`src/rtl/bus_pkg.sv`:
```
package bus_pkg;

    ////////////////////////////////////////////////////////////
    // Bus widths
    ////////////////////////////////////////////////////////////
    localparam int unsigned WORD_W     = 32;
    localparam int unsigned ADR_W      = 8;
    localparam int unsigned BYTE_ADR_W = ADR_W + 2;

    // Byte offsets of the mapped registers
    localparam logic [BYTE_ADR_W-1:0] ADDR_VCTRL     = 10'h008;
    localparam logic [BYTE_ADR_W-1:0] ADDR_VSCRX     = 10'h00C;
    localparam logic [BYTE_ADR_W-1:0] ADDR_VSCRY     = 10'h010;
    localparam logic [BYTE_ADR_W-1:0] ADDR_VIRQLINE  = 10'h014;
    localparam logic [BYTE_ADR_W-1:0] ADDR_KEYBUF    = 10'h01C;
    localparam logic [BYTE_ADR_W-1:0] ADDR_MTIME     = 10'h080;
    localparam logic [BYTE_ADR_W-1:0] ADDR_MTIMEH    = 10'h084;
    localparam logic [BYTE_ADR_W-1:0] ADDR_MTIMECMP  = 10'h088;
    localparam logic [BYTE_ADR_W-1:0] ADDR_MTIMECMPH = 10'h08C;

    ////////////////////////////////////////////////////////////
    // Wishbone classic, word access only
    ////////////////////////////////////////////////////////////
    typedef struct packed {
        logic              cyc;
        logic              stb;
        logic              we;
        logic [ADR_W-1:0]  adr;
        logic [WORD_W-1:0] dat;
    } wb_req_t;

    typedef struct packed {
        logic              ack;
        logic [WORD_W-1:0] dat;
    } wb_rsp_t;

    typedef enum logic [3:0] {
        REG_NONE,
        REG_VCTRL,
        REG_VSCRX,
        REG_VSCRY,
        REG_VIRQLINE,
        REG_KEYBUF,
        REG_MTIME,
        REG_MTIMEH,
        REG_MTIMECMP,
        REG_MTIMECMPH
    } reg_id_e;

    // One register access, valid in the ack cycle
    typedef struct packed {
        logic              valid;
        logic              we;
        reg_id_e           id;
        logic [WORD_W-1:0] wdata;
    } reg_access_t;

endpackage

```
`src/rtl/periph_pkg.sv`:
```
package periph_pkg;

    ////////////////////////////////////////////////////////////
    // Machine timer
    ////////////////////////////////////////////////////////////
    // Clocks per tick, short for simulation (25175 on the board)
    localparam int unsigned TICK_DIVIDE = 25;
    localparam int unsigned TICK_W      = $clog2(TICK_DIVIDE);
    localparam int unsigned TIME_W      = 64;

    ////////////////////////////////////////////////////////////
    // Keyboard buffer
    ////////////////////////////////////////////////////////////
    localparam int unsigned KEYBUF_DEPTH = 16;
    localparam int unsigned KEY_PTR_W    = $clog2(KEYBUF_DEPTH);
    localparam int unsigned KEY_CNT_W    = KEY_PTR_W + 1;
    localparam int unsigned KEY_W        = 16;

    typedef struct packed {
        logic             valid;
        logic [KEY_W-1:0] code;
    } key_push_t;

    ////////////////////////////////////////////////////////////
    // Video control
    ////////////////////////////////////////////////////////////
    typedef struct packed {
        logic       sprites_enable;
        logic       gfx_tilemode;
        logic       gfx_enable;
        logic       text_priority;
        logic       text_mode80;
        logic       text_enable;
        logic [8:0] scroll_x;
        logic [7:0] scroll_y;
        logic [8:0] irq_line;
    } video_ctrl_t;

    typedef struct packed {
        logic       timer;
        logic       keybuf;
        logic [1:0] spare;
    } irq_vec_t;

endpackage

```
`src/rtl/key_fifo.sv`:
```
`timescale 1ns/1ps

module key_fifo
    import bus_pkg::*, periph_pkg::*;
(
    input  logic             clk,
    input  logic             reset,
    input  key_push_t        push,
    input  reg_access_t      access,
    output logic [KEY_W-1:0] head,
    output logic             empty
);

    logic [KEY_W-1:0]     mem [KEYBUF_DEPTH];
    logic [KEY_PTR_W-1:0] wr_ptr;
    logic [KEY_PTR_W-1:0] rd_ptr;
    logic [KEY_CNT_W-1:0] count;
    logic                 full;
    logic                 push_ok;
    logic                 pop;
    logic                 clear;

    assign full  = (count == KEY_CNT_W'(KEYBUF_DEPTH));
    assign empty = (count == '0);

    // Pushes into a full buffer and pops from an empty one are lost
    assign push_ok = push.valid && !full;
    assign pop     = access.valid && !access.we && access.id == REG_KEYBUF && !empty;
    assign clear   = access.valid && access.we && access.id == REG_KEYBUF;

    always_ff @(posedge clk) begin
        if (push_ok) begin
            mem[wr_ptr] <= push.code;
        end
    end

    always_ff @(posedge clk or posedge reset) begin
        if (reset) begin
            wr_ptr <= '0;
            rd_ptr <= '0;
            count  <= '0;
        end else if (clear) begin
            wr_ptr <= '0;
            rd_ptr <= '0;
            count  <= '0;
        end else begin
            if (push_ok) begin
                wr_ptr <= wr_ptr + 1'b1;
            end
            if (pop) begin
                rd_ptr <= rd_ptr + 1'b1;
            end
            case ({push_ok, pop})
                2'b10:   count <= count + 1'b1;
                2'b01:   count <= count - 1'b1;
                default: count <= count;
            endcase
        end
    end

    assign head = mem[rd_ptr];

    count_in_range: assert property (@(posedge clk) disable iff (reset)
        count <= KEY_CNT_W'(KEYBUF_DEPTH));

endmodule

```
`src/rtl/machine_timer.sv`:
```
`timescale 1ns/1ps

module machine_timer
    import bus_pkg::*, periph_pkg::*;
(
    input  logic              clk,
    input  logic              reset,
    input  reg_access_t       access,
    output logic [TIME_W-1:0] mtime,
    output logic [TIME_W-1:0] mtimecmp,
    output logic              irq_timer
);

    logic [TICK_W-1:0] presc;
    logic              tick;
    logic              wr;

    assign tick = (presc == TICK_W'(TICK_DIVIDE - 1));
    assign wr   = access.valid && access.we;

    ////////////////////////////////////////////////////////////
    // Millisecond prescaler
    ////////////////////////////////////////////////////////////
    always_ff @(posedge clk or posedge reset) begin
        if (reset) begin
            presc <= '0;
        end else if (tick) begin
            presc <= '0;
        end else begin
            presc <= presc + 1'b1;
        end
    end

    ////////////////////////////////////////////////////////////
    // Time and compare
    ////////////////////////////////////////////////////////////
    // A write to either half holds off the tick increment
    always_ff @(posedge clk or posedge reset) begin
        if (reset) begin
            mtime <= '0;
        end else if (wr && access.id == REG_MTIME) begin
            mtime[31:0] <= access.wdata;
        end else if (wr && access.id == REG_MTIMEH) begin
            mtime[63:32] <= access.wdata;
        end else if (tick) begin
            mtime <= mtime + 64'd1;
        end
    end

    always_ff @(posedge clk or posedge reset) begin
        if (reset) begin
            mtimecmp <= '0;
        end else if (wr && access.id == REG_MTIMECMP) begin
            mtimecmp[31:0] <= access.wdata;
        end else if (wr && access.id == REG_MTIMECMPH) begin
            mtimecmp[63:32] <= access.wdata;
        end
    end

    // Interrupt follows the comparison one cycle late
    always_ff @(posedge clk or posedge reset) begin
        if (reset) begin
            irq_timer <= 1'b0;
        end else begin
            irq_timer <= (mtimecmp <= mtime);
        end
    end

endmodule

```
`src/rtl/read_data_mux.sv`:
```
`timescale 1ns/1ps

module read_data_mux
    import bus_pkg::*, periph_pkg::*;
(
    input  reg_access_t       access,
    input  logic [TIME_W-1:0] mtime,
    input  logic [TIME_W-1:0] mtimecmp,
    input  logic [KEY_W-1:0]  head,
    input  logic              empty,
    input  video_ctrl_t       vctrl,
    input  logic              irq_timer,
    output logic [WORD_W-1:0] rd_data,
    output irq_vec_t          irq
);

    ////////////////////////////////////////////////////////////
    // Readback formatting
    ////////////////////////////////////////////////////////////
    always_comb begin
        rd_data = '0;
        if (access.valid) begin
            case (access.id)
                REG_VCTRL: begin
                    rd_data = WORD_W'({vctrl.sprites_enable, vctrl.gfx_tilemode,
                                       vctrl.gfx_enable, vctrl.text_priority,
                                       vctrl.text_mode80, vctrl.text_enable});
                end
                REG_VSCRX:     rd_data = WORD_W'(vctrl.scroll_x);
                REG_VSCRY:     rd_data = WORD_W'(vctrl.scroll_y);
                REG_VIRQLINE:  rd_data = WORD_W'(vctrl.irq_line);
                // Empty flag on top, scan code at the bottom
                REG_KEYBUF:    rd_data = {empty, {(WORD_W - KEY_W - 1){1'b0}}, head};
                REG_MTIME:     rd_data = mtime[31:0];
                REG_MTIMEH:    rd_data = mtime[63:32];
                REG_MTIMECMP:  rd_data = mtimecmp[31:0];
                REG_MTIMECMPH: rd_data = mtimecmp[63:32];
                default:       rd_data = '0;
            endcase
        end
    end

    // Interrupt lines
    assign irq = '{timer: irq_timer, keybuf: !empty, spare: 2'b00};

endmodule

```
`src/rtl/sys_regs_top.sv`:
```
`timescale 1ns/1ps

module sys_regs_top
    import bus_pkg::*, periph_pkg::*;
(
    input  logic        clk,
    input  logic        reset,
    input  wb_req_t     wb_req,
    output wb_rsp_t     wb_rsp,
    input  key_push_t   key_push,
    output video_ctrl_t vctrl,
    output irq_vec_t    irq
);

    reg_access_t       access;
    logic [WORD_W-1:0] rd_data;
    logic [TIME_W-1:0] mtime;
    logic [TIME_W-1:0] mtimecmp;
    logic              irq_timer;
    logic [KEY_W-1:0]  key_head;
    logic              key_empty;

    ////////////////////////////////////////////////////////////
    // Bus side
    ////////////////////////////////////////////////////////////
    wb_reg_decode u_decode (
        .clk    (clk),
        .reset  (reset),
        .wb_req (wb_req),
        .rd_data(rd_data),
        .wb_rsp (wb_rsp),
        .access (access)
    );

    ////////////////////////////////////////////////////////////
    // Register blocks
    ////////////////////////////////////////////////////////////
    machine_timer u_timer (
        .clk      (clk),
        .reset    (reset),
        .access   (access),
        .mtime    (mtime),
        .mtimecmp (mtimecmp),
        .irq_timer(irq_timer)
    );

    key_fifo u_keybuf (
        .clk   (clk),
        .reset (reset),
        .push  (key_push),
        .access(access),
        .head  (key_head),
        .empty (key_empty)
    );

    video_ctrl_regs u_video (
        .clk   (clk),
        .reset (reset),
        .access(access),
        .vctrl (vctrl)
    );

    // Readback and interrupt vector
    read_data_mux u_rdmux (
        .access   (access),
        .mtime    (mtime),
        .mtimecmp (mtimecmp),
        .head     (key_head),
        .empty    (key_empty),
        .vctrl    (vctrl),
        .irq_timer(irq_timer),
        .rd_data  (rd_data),
        .irq      (irq)
    );

endmodule

```
`src/rtl/video_ctrl_regs.sv`:
```
`timescale 1ns/1ps

module video_ctrl_regs
    import bus_pkg::*, periph_pkg::*;
(
    input  logic        clk,
    input  logic        reset,
    input  reg_access_t access,
    output video_ctrl_t vctrl
);

    logic wr;

    assign wr = access.valid && access.we;

    // Bits above each field's width are dropped
    always_ff @(posedge clk or posedge reset) begin
        if (reset) begin
            vctrl <= '0;
        end else if (wr) begin
            case (access.id)
                REG_VCTRL: begin
                    {vctrl.sprites_enable, vctrl.gfx_tilemode, vctrl.gfx_enable,
                     vctrl.text_priority, vctrl.text_mode80,
                     vctrl.text_enable} <= access.wdata[5:0];
                end
                REG_VSCRX:    vctrl.scroll_x <= access.wdata[8:0];
                REG_VSCRY:    vctrl.scroll_y <= access.wdata[7:0];
                // Raster line that raises the line interrupt
                REG_VIRQLINE: vctrl.irq_line <= access.wdata[8:0];
                default: begin
                end
            endcase
        end
    end

endmodule

```
`src/rtl/wb_reg_decode.sv`:
```
`timescale 1ns/1ps

module wb_reg_decode
    import bus_pkg::*;
(
    input  logic              clk,
    input  logic              reset,
    input  wb_req_t           wb_req,
    input  logic [WORD_W-1:0] rd_data,
    output wb_rsp_t           wb_rsp,
    output reg_access_t       access
);

    logic              ack_q;
    logic              accept;
    reg_id_e           id_next;
    reg_id_e           id_q;
    logic              we_q;
    logic [WORD_W-1:0] wdata_q;

    // New cycle only when the previous one has been acknowledged
    assign accept = wb_req.cyc && wb_req.stb && !ack_q;

    // Word address to register
    always_comb begin
        case ({wb_req.adr, 2'b00})
            ADDR_VCTRL:     id_next = REG_VCTRL;
            ADDR_VSCRX:     id_next = REG_VSCRX;
            ADDR_VSCRY:     id_next = REG_VSCRY;
            ADDR_VIRQLINE:  id_next = REG_VIRQLINE;
            ADDR_KEYBUF:    id_next = REG_KEYBUF;
            ADDR_MTIME:     id_next = REG_MTIME;
            ADDR_MTIMEH:    id_next = REG_MTIMEH;
            ADDR_MTIMECMP:  id_next = REG_MTIMECMP;
            ADDR_MTIMECMPH: id_next = REG_MTIMECMPH;
            default:        id_next = REG_NONE;
        endcase
    end

    always_ff @(posedge clk or posedge reset) begin
        if (reset) begin
            ack_q <= 1'b0;
        end else begin
            ack_q <= accept;
        end
    end

    // Request payload, captured on acceptance
    always_ff @(posedge clk) begin
        if (accept) begin
            id_q    <= id_next;
            we_q    <= wb_req.we;
            wdata_q <= wb_req.dat;
        end
    end

    assign access = '{valid: ack_q, we: we_q, id: id_q, wdata: wdata_q};
    assign wb_rsp = '{ack: ack_q, dat: rd_data};

    // Unmapped offsets read as zero
    unmapped_read_zero: assert property (@(posedge clk) disable iff (reset)
        (wb_rsp.ack && !access.we && access.id == REG_NONE) |-> wb_rsp.dat == '0);

endmodule

```
`config.mk`:
```
export PLATFORM = sky130hd
export DESIGN_NAME = sys_regs_top
export DESIGN_NICKNAME = d
export VERILOG_FILES = /design/src/rtl/bus_pkg.sv /design/src/rtl/periph_pkg.sv /design/src/rtl/key_fifo.sv /design/src/rtl/machine_timer.sv /design/src/rtl/read_data_mux.sv /design/src/rtl/sys_regs_top.sv /design/src/rtl/video_ctrl_regs.sv /design/src/rtl/wb_reg_decode.sv
export SDC_FILE = /design/constraint.sdc
export NUM_CORES = 1
export LEC_CHECK = 0
export BUFFER_PORTS_ARGS = -buffer_cell sky130_fd_sc_hd__buf_4
export CAP_MARGIN = 30
export CELL_PAD_IN_SITES_DETAIL_PLACEMENT = 0
export CELL_PAD_IN_SITES_GLOBAL_PLACEMENT = 2
export CORE_UTILIZATION = 40
export DETAILED_ROUTE_END_ITERATION = 6
export PLACE_DENSITY_LB_ADDON = 0.1
export SLEW_MARGIN = 0
export SYNTH_ARGS = -nofsm -noshare
export SYNTH_HDL_FRONTEND = slang
export SYNTH_SLANG_ARGS = --single-unit
```
`constraint.sdc`:
```
create_clock -name clk -period 5.52 [get_ports clk]
set_clock_uncertainty 0.15 [all_clocks]
set_input_delay 0.276 -clock clk [delete_from_list [all_inputs] [get_ports clk]]
set_output_delay 0.276 -clock clk [all_outputs]
set_load 0.01 [all_outputs]
```
==> Flow_metrics.wiki, run 1 <==
{| class="wikitable"
! Metric !! Value
|-
| Starting density of the core || 40.7%
|-
| Outcome || finished, final reports clean
|-
| TritonCTS clock tree || done
|-
| Number of clock sinks || 473
|-
| Accumulated negative setup slack || 0 ps
|-
| Initial DRC count || 1198
|-
| Async set-or-reset flop fraction in the synthesized netlist || 38.1%
|-
| Number of storage elements in the synthesis netlist || 473
|-
| Leading cell types in the layout, fill and taps excluded || sky130_fd_sc_hd__edfxtp_1 (293), sky130_fd_sc_hd__dfrtp_1 (177), sky130_fd_sc_hd__buf_4 (171), sky130_fd_sc_hd__a21oi_1 (108), sky130_fd_sc_hd__mux2_2 (94)
|-
| Number of warnings printed during yosys synthesis || 0
|-
| Core box area || 54000 um2
|-
| Number of slew-limit violations in the final report || 0
|-
| Estimated wirelength of the detail-placed design || 41.6 mm
|-
| Max Clock Freq || 240 MHz
|-
| Clock Path Buffers || 3
|-
| Peak VDD IR || 0.000403 V
|-
| Seq/Total Area, Yosys || 60.6%
|-
| Distinct cells, synth || 70
|-
| Area Growth Syn to Fin || 19.4%
|-
| Net total in the final layout || 1928
|-
| Share of layout cells above drive strength 1 || 24.6%
|-
| Wirelength per Cell || 25.0 um
|-
| Number of buffers inserted during clock tree synthesis || 52
|-
| Count of final setup violators || 0
|-
| Synthesized area || 22000 um2
|-
| Start-to-end type of the worst setup path || reg2reg
|-
| Port-buffer cells || 128
|-
| Most frequent standard cell in the layout excluding fill and tap cells || sky130_fd_sc_hd__edfxtp_1
|-
| Final period utilization || 75.4%
|-
| Quantity of gates resized following cts || 0
|-
| Cell Count, Final, Fillers Out || 2529
|-
| Number of top-level design ports || 131
|-
| H-tree depth || 2
|-
| Die Span X || 236 um
|-
| Total non-filler cell area in the finished layout || 26200 um2
|-
| Remaining number of nets flagged by the antenna check after routing || 0
|-
| Max_slew headroom || 31.0%
|-
| Total overflow reported by the global router || 0
|-
| Total Die Area || 55900 um2
|-
| Max-Cap Viols || 0
|-
| Number of enable flip-flop cells after synthesis || 293
|-
| Critical path startpoint category || register
|-
| Clk slew on worst S/H paths || 60 ps
|-
| Dpl cell area || 23900 um2
|-
| Placed Cells incl. Taps || 2371
|-
| Antenna violations before repair || 2
|-
| Site row count || 85
|-
| Avg Vias per Cell || 5.74
|-
| Filler cell count in the final layout || 4734
|-
| CTS root buf || sky130_fd_sc_hd__clkbuf_16
|-
| Via count of the first global-routing pass || 14700
|-
| Aggregate routed wire length || 63.3 mm
|-
| Maximum number of pins on one net before global-route repair || 92
|-
| Post-synthesis area per instance || 13.8 um2
|-
| Leakage Power || 9.79 nW
|-
| Clock insertion delay at the later pin of the skew report || 620 ps
|-
| Worst-margin pin slew || 1020 ps
|-
| Die height || 236 um
|-
| Vias || 14500
|-
| Power consumption || 8.97 mW
|-
| Wire length of the first global-routing pass || 95.1 mm
|-
| Shortest period the worst path allows || 4160 ps
|-
| Synth Instances || 1587
|-
| Type of the tightest min-delay check || in2reg
|-
| Type of element capturing the critical path || register
|-
| Signal arrival time at the worst endpoint || 4520 ps
|-
| Data required time at the worst endpoint || 5880 ps
|-
| Global-route usage over all layers || 22.9%
|-
| Max Fanout on Critical Path || 18
|-
| Synth Flop Type || sky130_fd_sc_hd__edfxtp_1
|-
| Setup repair after global routing missed its margin || no
|-
| Length of the first detailed-routing pass in iterations || 6
|-
| Setup Fix Bufs, Post-CTS || 0
|-
| Final weighted congestion in routability-driven placement || 0.844
|-
| Count of unresolved DRC violations after routing || 0
|-
| Final Hold Viols || 0
|-
| Total power density per cell area || 342 nW/um2
|}
## critical path, stage by stage (launching register included)
cell and delay (ps):
sky130_fd_sc_hd__edfxtp_1 590, sky130_fd_sc_hd__nand2b_1 330, sky130_fd_sc_hd__nor2_1 170, sky130_fd_sc_hd__buf_4 260
sky130_fd_sc_hd__nor4bb_1 910, sky130_fd_sc_hd__ha_1 360, sky130_fd_sc_hd__inv_1 90, sky130_fd_sc_hd__fa_1 380
sky130_fd_sc_hd__nor2b_1 150, sky130_fd_sc_hd__o21ai_0 110, sky130_fd_sc_hd__and3_1 190, sky130_fd_sc_hd__nor3_1 190
sky130_fd_sc_hd__xnor2_1 150, sky130_fd_sc_hd__nor2_1 50
## cell type report
type | instances | area, um2 | share of cell area, %
Sequential cell | 473 | 13300 | 50.7
Clock buffer | 73 | 1450 | 5.53
Clock inverter | 24 | 260 | 0.992
Tap cell | 696 | 871 | 3.32
Antenna cell | 1 | 2.50 | 0.00954
Multi-Input combinational cell | 949 | 8110 | 30.9
Inverter | 79 | 304 | 1.16
Timing Repair Buffer | 234 | 1920 | 7.33
## synthesized netlist by cell type (38+ instances only)
cell type,n,area share [%]
sky130_fd_sc_hd__mux4_2,80,8.2
sky130_fd_sc_hd__a21oi_1,108,2.5
sky130_fd_sc_hd__nor2_1,94,1.6
sky130_fd_sc_hd__nand3_1,57,1.3
sky130_fd_sc_hd__ha_1,76,4.3
sky130_fd_sc_hd__clkbuf_1,67,1.1
sky130_fd_sc_hd__dfrtp_1,180,21
sky130_fd_sc_hd__mux2_2,94,4.8
sky130_fd_sc_hd__inv_1,79,1.3
sky130_fd_sc_hd__edfxtp_1,293,40
sky130_fd_sc_hd__a222oi_1,38,1.7
sky130_fd_sc_hd__nand2_1,85,1.5
## registers in the layout, indices dropped and copies added, names as in the netlist, 5 cells and up
| signal | count |
|---|---|
| u_keybuf.mem | 256 |
| u_timer.mtime | 64 |
| u_timer.mtimecmp | 64 |
| u_decode.wdata_q | 32 |
| u_video.vctrl | 32 |
| u_keybuf.count | 5 |
| u_timer.presc | 5 |
## metrics by stage
| step | worst slack, ps | hold slack [ps] | util [%] |
|---|---|---|---|
| global placement | 1400 | 294 | 44.2 |
| global route | 1050 | 91.6 | 48.5 |
| CTS | 1310 | 45.5 | 48.5 |
| finish | 1360 | 77.4 | 48.5 |
| detailed placement | 1390 | 299 | 44.3 |
| floorplan | 207 | 225 | - |
## power by group
part | internal (mW) | switching [mW] | total (mW)
Combinational | 0.531 | 0.624 | 1.15
Sequential | 4.10 | 0.237 | 4.34
Clock | 2.02 | 1.45 | 3.48
## what timing repair did
item | in CTS | in global routing
setup endpoints to repair | 0 | 0
hold buffers | 60 | 0
hold endpoints to repair | 382 | 0
## final timing paths
check	start	end	slack, ps	depth (start not counted)
worst min-delay path	key_push[16]	u_keybuf.wr_ptr[0]$_DFFE_PP0P_	80	4
min in group asynchronous	reset	u_video.vctrl[9]$_DFFE_PP0P_	190	3
worst max-delay path	u_decode.id_q[3]$_DFFE_PP_	u_keybuf.count[4]$_DFFE_PP0P_	1360	13
worst max register to register	u_decode.id_q[3]$_DFFE_PP_	u_keybuf.count[4]$_DFFE_PP0P_	1360	13
worst min register to register	u_timer.presc[0]$_DFF_PP0_	u_timer.presc[0]$_DFF_PP0_	350	1
max in group asynchronous	reset	u_keybuf.rd_ptr[0]$_DFFE_PP0P_	3790	4
## cells by family (layout without fill, tap and decap cells)
family          count (synthesis)  after routing  synth area share [%]
mux                           178            178                  13.2
compound gates                284            284                  8.66
xor+xnor                       43             43                  1.71
flops                         473            473                  60.6
buf+inv                       166            410                  2.94
other cells                     1              3                0.0171
simple gates                  365            365                  8.48
fa+ha+maj                      77             77                  4.42
## metal layers
layer | part of all wire (%) | track usage (%) | vias up | wire length [um]
met5 | 0.021 | 0 | - | 13
met4 | 2.6 | 6.71 | 2 | 1620
met3 | 4.9 | 3.16 | 93 | 3130
met2 | 50 | 38.6 | 401 | 31400
met1 | 43 | 30.6 | 7459 | 27200
li1 | - | - | 6559 | -
No activity file was read; power rests on OpenSTA's default activity.
==> run 2: changes to the inputs <==
- clock period: 5.52 -> 3.89 ns (I/O delays scaled with it)
==> run 2 against run 1 <==
Compared with the run above: the flow now finishes with violations (design-rule violations); utilization rose by 0.61 points; via count fell by 0.50%; cell count rose by 1.1%; worst hold slack improved by 40 ps.
==> Flow_metrics.wiki, run 2 (synthesis results as in run 1) <==
{| class="wikitable"
! Metric !! Value
|-
| Die height || 236 um (unchanged)
|-
| Port-buffer cells || 128 (unchanged)
|-
| Area Growth Syn to Fin || 20.9%
|-
| Via count of the first global-routing pass || 14800 (+1.0%)
|-
| Post-route core utilization || 49.2% (+0.61 points)
|-
| Final period utilization || 90.9%
|-
| Count of unresolved DRC violations after routing || 17 (+17)
|-
| Estimated wirelength of the detail-placed design || 42.2 mm (+1.6%)
|-
| Worst min-delay path startpoint || wb_req[41]
|-
| Global-route usage over all layers || 22.6% (-0.24 points)
|-
| Avg Vias per Cell || 5.65 (-1.6%)
|-
| Filler cell count in the final layout || 4741 (+0.15%)
|-
| Violations in the final reports || design-rule violations
|-
| Core box area || 54000 um2 (unchanged)
|-
| Share of layout cells above drive strength 1 || 26.1% (+1.4 points)
|-
| Net total in the final layout || 1957 (+1.5%)
|-
| CTS root buf || sky130_fd_sc_hd__clkbuf_16
|-
| Most frequent standard cell in the layout excluding fill and tap cells || sky130_fd_sc_hd__edfxtp_1
|-
| Start-to-end type of the worst setup path || reg2out
|-
| Number of buffers inserted during clock tree synthesis || 53 (+1.9%)
|-
| Internal || 9.56 mW (+44%)
|-
| Die Span X || 236 um (unchanged)
|-
| Type of the tightest min-delay check || in2reg
|-
| Leakage Power || 9.97 nW (+1.8%)
|-
| Wire length of the first global-routing pass || 94.0 mm (-1.1%)
|-
| Clk slew on worst S/H paths || 60 ps (about the same)
|-
| Shortest period the worst path allows || 3540 ps
|-
| Signal arrival time at the worst endpoint || 3190 ps (-1330 ps)
|-
| Maximum number of pins on one net before global-route repair || 65 (-29%)
|-
| Total power density per cell area || 483 nW/um2 (+41%)
|-
| Site row count || 85 (unchanged)
|-
| Setup repair after global routing missed its margin || no
|-
| Setup slack of the most critical reg-to-reg path || 570 ps (-790 ps)
|-
| Final Hold Viols || 0 (unchanged)
|-
| Clock Path Buffers || 3 (unchanged)
|-
| Max Clock Freq || 283 MHz
|-
| Leading registers by flop count || u_keybuf.mem (256), u_timer.mtime (64), u_timer.mtimecmp (64)
|-
| Clock insertion delay at the later pin of the skew report || 620 ps (about the same)
|-
| Number of slew-limit violations in the final report || 0 (unchanged)
|-
| Switching power share of the total || 25.5% (-0.30 points)
|-
| Initial DRC count || 1190 (-0.67%)
|-
| Post-Place Setup Slack || 630 ps (-764 ps)
|-
| Number of stages on the worst hold path || 4 (unchanged)
|-
| Sequential cell area || 13300 um2 (about the same)
|-
| Outcome || finished, violations left
|-
| Cells on worst reg2reg path || 14 (+1)
|-
| Leading cell types in the layout, fill and taps excluded || sky130_fd_sc_hd__edfxtp_1 (293), sky130_fd_sc_hd__buf_4 (192), sky130_fd_sc_hd__dfrtp_1 (178), sky130_fd_sc_hd__a21oi_1 (108), sky130_fd_sc_hd__mux2_2 (94)
|-
| Largest register by flop count || u_keybuf.mem
|-
| TritonCTS clock tree || done
|-
| Wirelength per Cell || 24.5 um (-2.1%)
|-
| Total Die Area || 55900 um2 (unchanged)
|-
| Max_slew headroom || 31.9% (+0.92 points)
|-
| Accumulated negative setup slack || 0 ps (unchanged)
|-
| Antenna violations before repair || 0 (-2)
|-
| Worst-margin pin slew || 1010 ps (-10.5 ps)
|-
| Type of element capturing the critical path || primary output
|-
| Reg2Reg Capture Point || u_keybuf.count[4]$_DFFE_PP0P_
|-
| Final worst-path setup slack || 354 ps (-1000 ps)
|-
| Power consumption || 12.8 mW (+43%)
|-
| Max reg flops || 256 (unchanged)
|-
| Length of the first detailed-routing pass in iterations || 7 (+1)
|-
| Aggregate routed wire length || 62.7 mm (-1.0%)
|-
| Diode insertion count for antenna repair || 0 (-1)
|-
| Max-Cap Viols || 0 (unchanged)
|-
| Clk network pwr share || 38.9% (about the same)
|-
| Data required time at the worst endpoint || 3550 ps (-2330 ps)
|-
| H-tree depth || 2 (unchanged)
|-
| Start of the worst register-to-register path || u_decode.id_q[2]$_DFFE_PP_
|-
| Number of clock sinks || 473 (unchanged)
|-
| Total overflow reported by the global router || 0 (unchanged)
|-
| Min-Delay Endpoint || u_decode.ack_q$_DFF_PP0_
|-
| Peak VDD IR || 0.000479 V (+19%)
|-
| Power spent charging and discharging nets || 3.27 mW (+41%)
|-
| Vias || 14400 (-0.50%)
|-
| Part of the power in combinational logic || 13.3% (+0.4 points)
|-
| Max Fanout on Critical Path || 23 (+5)
|-
| Hold slack final || 118 ps (+40.2 ps)
|-
| Footprint of the multi-input gates || 8120 um2 (+0.15%)
|-
| Sequential group share of total power || 47.8% (-0.6 points)
|-
| Final weighted congestion in routability-driven placement || 0.843 (-0.11%)
|-
| Number of top-level design ports || 131 (unchanged)
|-
| Critical path startpoint category || register
|-
| Starting density of the core || 40.7% (unchanged)
|-
| Remaining number of nets flagged by the antenna check after routing || 0 (unchanged)
|-
| Count of final setup violators || 0 (unchanged)
|}
==> run 2: changes by cell type in the layout (fill, tap and decap cells not counted), moves of 3 or more <==
cell,previous run,this run
sky130_fd_sc_hd__nor2_2,0,7
sky130_fd_sc_hd__clkbuf_8,5,9
sky130_fd_sc_hd__nor2_1,93,86
sky130_fd_sc_hd__buf_12,0,8
sky130_fd_sc_hd__clkinv_2,10,7
sky130_fd_sc_hd__buf_4,171,192
==> run 2: power groups by stage <==
stage          logic [mW]  registers, mW  clock network [mW]
5_1_grt              1.88           6.18                5.29
3_5_place_dp         1.68           6.23                   0
2_1_floorplan        1.07           6.10                   0
6_report             1.70           6.13                5.00
4_1_cts              1.74           6.14                5.13
3_3_place_gp         1.65           6.22                   0
==> run 2: worst max path at each step <==
stage                                    endpoint  cells past startpoint  slack (ps)                           start
floorplan           u_keybuf.count[4]$_DFFE_PP0P_                     14         500      u_decode.id_q[3]$_DFFE_PP_
global placement    u_keybuf.count[4]$_DFFE_PP0P_                     14         700      u_decode.id_q[2]$_DFFE_PP_
detailed placement  u_keybuf.count[4]$_DFFE_PP0P_                     14         630      u_decode.id_q[2]$_DFFE_PP_
CTS                                    wb_rsp[13]                      7         240  u_keybuf.rd_ptr[0]$_DFFE_PP0P_
global route                           wb_rsp[13]                      7         190  u_keybuf.rd_ptr[0]$_DFFE_PP0P_
finish                                  wb_rsp[7]                      7         350  u_keybuf.rd_ptr[0]$_DFFE_PP0P_
==> run 2: area by class of cell <==
| cell class | instances | share of cell area [%] |
|---|---|---|
| tap | 696 | 3.28 |
| clock inverter | 22 | 0.881 |
| inverter | 79 | 1.13 |
| clock buffer | 76 | 5.66 |
| sequential | 473 | 50.1 |
| timing repair buffer | 262 | 8.37 |
| multi-input combinational | 949 | 30.6 |
==> run 2: per-stage QoR <==
step	std cells	instance area, um2
finish	2557	26600
CTS	2555	26500
global placement	2396	24200
global route	2557	26600
floorplan	1588	22000
detailed placement	2396	24200
==> run 2: worst max-delay path, stage by stage (launching register included) <==
cell                      delay [ps]
sky130_fd_sc_hd__dfrtp_4         610
sky130_fd_sc_hd__buf_12          270
sky130_fd_sc_hd__buf_12          210
sky130_fd_sc_hd__mux4_2          520
sky130_fd_sc_hd__mux4_2          530
sky130_fd_sc_hd__nand2_1         120
sky130_fd_sc_hd__a31oi_1          90
sky130_fd_sc_hd__buf_4           180
==> run 2: routing by layer <==
metal  part of all wire, %  track usage [%]  vias up  wire [um]
met5                     0                0        -          0
met1                    43             30.0     7349      26900
met2                    50             38.7      375      31400
met3                   4.4             3.03      102       2780
li1                      -                -     6615          -
met4                   2.4             6.69        0       1510
==> run 2: timing repair <==
action | 4_1_cts | 5_1_grt
resized for setup | 0 | 0
buffers inserted | 0 | 0
endpoints found under the hold margin | 329 | 3
hold buffers | 61 | 1
==> run 3: changes to the inputs <==
- CTS_BUF_LIST: unset -> sky130_fd_sc_hd__clkbuf_2
==> run 3 against run 2 <==
Compared with the run above: the run still ends with design-rule violations left; sequential share of layout area down 1.0 points; worst hold slack improved by 20 ps; global-route usage rose by 0.86 points; combinational power is 13% higher; sequential cell count unchanged; routed wire length increased by 3.6%; utilization grew 1.0 points.
==> Flow_metrics.wiki, run 3 (synthesis results as in run 1) <==
{| class="wikitable"
! Metric !! Value
|-
| Power spent charging and discharging nets || 3.43 mW (+4.8%)
|-
| Core box area || 54000 um2 (unchanged)
|-
| Reg2Reg Capture Point || u_keybuf.count[4]$_DFFE_PP0P_
|-
| Final worst-path setup slack || 55.7 ps (-298 ps)
|-
| Dpl cell area || 24200 um2 (unchanged)
|-
| Power consumption || 11.5 mW (-11%)
|-
| Net total in the final layout || 2119 (+8.3%)
|-
| Cells on worst reg2reg path || 14 (unchanged)
|-
| Outcome || finished, violations left
|-
| Max Fanout on Critical Path || 8 (-65%)
|-
| Sequential cell area || 13300 um2 (about the same)
|-
| Via count of the first global-routing pass || 16000 (+7.6%)
|-
| Filler cell count in the final layout || 4852 (+2.3%)
|-
| Setup slack of the most critical reg-to-reg path || 560 ps (about the same)
|-
| Count of final setup violators || 0 (unchanged)
|-
| Start-to-end type of the worst setup path || reg2out
|-
| Data required time at the worst endpoint || 3550 ps (about the same)
|-
| Post-Place Setup Slack || 630 ps (unchanged)
|-
| Vias || 15300 (+5.9%)
|-
| Count of unresolved DRC violations after routing || 6 (-11)
|-
| Clock insertion delay at the later pin of the skew report || 1170 ps (+550 ps)
|-
| Die height || 236 um (unchanged)
|-
| Max Clock Freq || 261 MHz (-7.8%)
|-
| Total power density per cell area || 423 nW/um2 (-12%)
|-
| Most frequent standard cell in the layout excluding fill and tap cells || sky130_fd_sc_hd__edfxtp_1
|-
| Max reg flops || 256 (unchanged)
|-
| Largest register by flop count || u_keybuf.mem
|-
| Total overflow reported by the global router || 0 (unchanged)
|-
| Violations in the final reports || design-rule violations
|-
| Maximum number of pins on one net before global-route repair || 65 (unchanged)
|-
| Number of buffers inserted during clock tree synthesis || 121 (+130%)
|-
| Max-Cap Viols || 0 (unchanged)
|-
| Cell Count, Final, Fillers Out || 2775 (+8.5%)
|-
| Clock Path Buffers || 3 (unchanged)
|-
| Worst min-delay path startpoint || wb_req[23]
|-
| Wirelength per Cell || 23.4 um (-4.6%)
|-
| Internal || 8.05 mW (-16%)
|-
| Share of layout cells above drive strength 1 || 30.0% (+3.9 points)
|-
| Type of the tightest min-delay check || in2reg
|-
| Avg Vias per Cell || 5.51 (-2.4%)
|-
| H-tree depth || 3 (+1)
|-
| Starting density of the core || 40.7% (unchanged)
|-
| Total non-filler cell area in the finished layout || 27100 um2 (+2.1%)
|-
| Leakage Power || 10.4 nW (+4.6%)
|-
| Initial DRC count || 1204 (+1.2%)
|-
| Final period utilization || 98.6% (+7.7 points)
|-
| Estimated wirelength of the detail-placed design || 42.2 mm (unchanged)
|-
| Aggregate routed wire length || 64.9 mm (+3.6%)
|-
| Min-Delay Endpoint || u_decode.wdata_q[23]$_DFFE_PP_
|-
| Hold slack final || 138 ps (+19.9 ps)
|-
| Wire length of the first global-routing pass || 97.4 mm (+3.6%)
|-
| Accumulated negative setup slack || 0 ps (unchanged)
|-
| Length of the first detailed-routing pass in iterations || 7 (unchanged)
|-
| Clk slew on worst S/H paths || 110 ps (+50 ps)
|-
| Peak VDD IR || 0.000321 V (-33%)
|-
| Die Span X || 236 um (unchanged)
|-
| Site row count || 85 (unchanged)
|-
| Shortest period the worst path allows || 3830 ps (+298 ps)
|-
| Leading registers by flop count || u_keybuf.mem (256), u_timer.mtime (64), u_timer.mtimecmp (64)
|-
| Part of the power in combinational logic || 16.8% (+3.5 points)
|-
| Global-route usage over all layers || 23.5% (+0.86 points)
|-
| Number of slew-limit violations in the final report || 0 (unchanged)
|-
| Clk network pwr share || 30.0% (-8.9 points)
|-
| Setup repair after global routing missed its margin || yes
|-
| CTS root buf || sky130_fd_sc_hd__clkbuf_2
|-
| Placed Cells incl. Taps || 2396 (unchanged)
|-
| Final Hold Viols || 0 (unchanged)
|-
| Critical path startpoint category || register
|-
| Switching power share of the total || 29.9% (+4.4 points)
|-
| Number of clock sinks || 473 (unchanged)
|-
| TritonCTS clock tree || done
|-
| Worst-margin pin slew || 984 ps (-27.2 ps)
|-
| Type of element capturing the critical path || primary output
|-
| Footprint of the multi-input gates || 8210 um2 (+1.1%)
|-
| Leading cell types in the layout, fill and taps excluded || sky130_fd_sc_hd__edfxtp_1 (293), sky130_fd_sc_hd__buf_4 (194), sky130_fd_sc_hd__dfrtp_1 (178), sky130_fd_sc_hd__clkbuf_2 (170), sky130_fd_sc_hd__dlygate4sd3_1 (141)
|-
| Area Growth Syn to Fin || 23.5%
|-
| Port-buffer cells || 128 (unchanged)
|-
| Start of the worst register-to-register path || u_decode.id_q[2]$_DFFE_PP_
|-
| Max_slew headroom || 34.0% (+2.2 points)
|-
| Remaining number of nets flagged by the antenna check after routing || 0 (unchanged)
|-
| Final weighted congestion in routability-driven placement || 0.843 (unchanged)
|-
| Signal arrival time at the worst endpoint || 3490 ps (+300 ps)
|-
| Number of top-level design ports || 131 (unchanged)
|-
| Total Die Area || 55900 um2 (unchanged)
|-
| Post-route core utilization || 50.2% (+1.0 points)
|-
| Antenna violations before repair || 2 (+2)
|-
| Number of stages on the worst hold path || 3 (-1)
|-
| Sequential group share of total power || 53.3% (+5.5 points)
|}
## run 3: what timing repair did
item | in CTS | in global routing
gates cloned | 2 | 2
hold buffers | 140 | 1
pin swaps | 4 | 2
gates resized for setup | 28 | 8
endpoints found under the hold margin | 776 | 18
endpoints found under the setup margin | 16 | 17
setup buffers | 8 | 3
## run 3: worst max-delay path by stage
stage | startpoint | slack, ps | to
global route | u_keybuf.rd_ptr[0]$_DFFE_PP0P_ | -140 | wb_rsp[9]
global placement | u_decode.id_q[2]$_DFFE_PP_ | 700 | u_keybuf.count[4]$_DFFE_PP0P_
floorplan | u_decode.id_q[3]$_DFFE_PP_ | 500 | u_keybuf.count[4]$_DFFE_PP0P_
detailed placement | u_decode.id_q[2]$_DFFE_PP_ | 630 | u_keybuf.count[4]$_DFFE_PP0P_
finish | u_keybuf.rd_ptr[0]$_DFFE_PP0P_ | 60 | wb_rsp[7]
CTS | u_keybuf.rd_ptr[0]$_DFFE_PP0P_ | -110 | wb_rsp[2]
## run 3: final cells by class
cell class	count	share of cell area, %
Sequential cell	473	49.1
Multi-Input combinational cell	949	30.3
Antenna cell	4	0.0369
Clock buffer	170	3.14
Tap cell	696	3.21
Inverter	79	1.11
Clock inverter	48	0.927
Timing Repair Buffer	356	12.2
## run 3: power by group through the flow
stage	clock network [mW]	logic, mW	registers (mW)
detailed placement	0	1.68	6.23
finish	3.44	1.92	6.11
global placement	0	1.65	6.22
floorplan	0	1.07	6.10
CTS	3.58	1.90	6.12
global route	3.81	2.10	6.17
## run 3: worst max-delay path, stage by stage, from the launching register on
cell and delay [ps]:
sky130_fd_sc_hd__dfrtp_4 540, sky130_fd_sc_hd__buf_16 180, sky130_fd_sc_hd__buf_16 150, sky130_fd_sc_hd__mux4_2 500, sky130_fd_sc_hd__mux4_2 550, sky130_fd_sc_hd__nand2_2 100, sky130_fd_sc_hd__a31oi_1 80, sky130_fd_sc_hd__buf_4 190
## run 3: per-layer routing
metal | vias to the layer above | track usage, % | wire (um)
met4 | 0 | 8.34 | 1740
met3 | 128 | 4.51 | 3170
li1 | 7011 | - | -
met2 | 423 | 39.5 | 32400
met5 | - | 0 | 0
met1 | 7735 | 30.2 | 27600
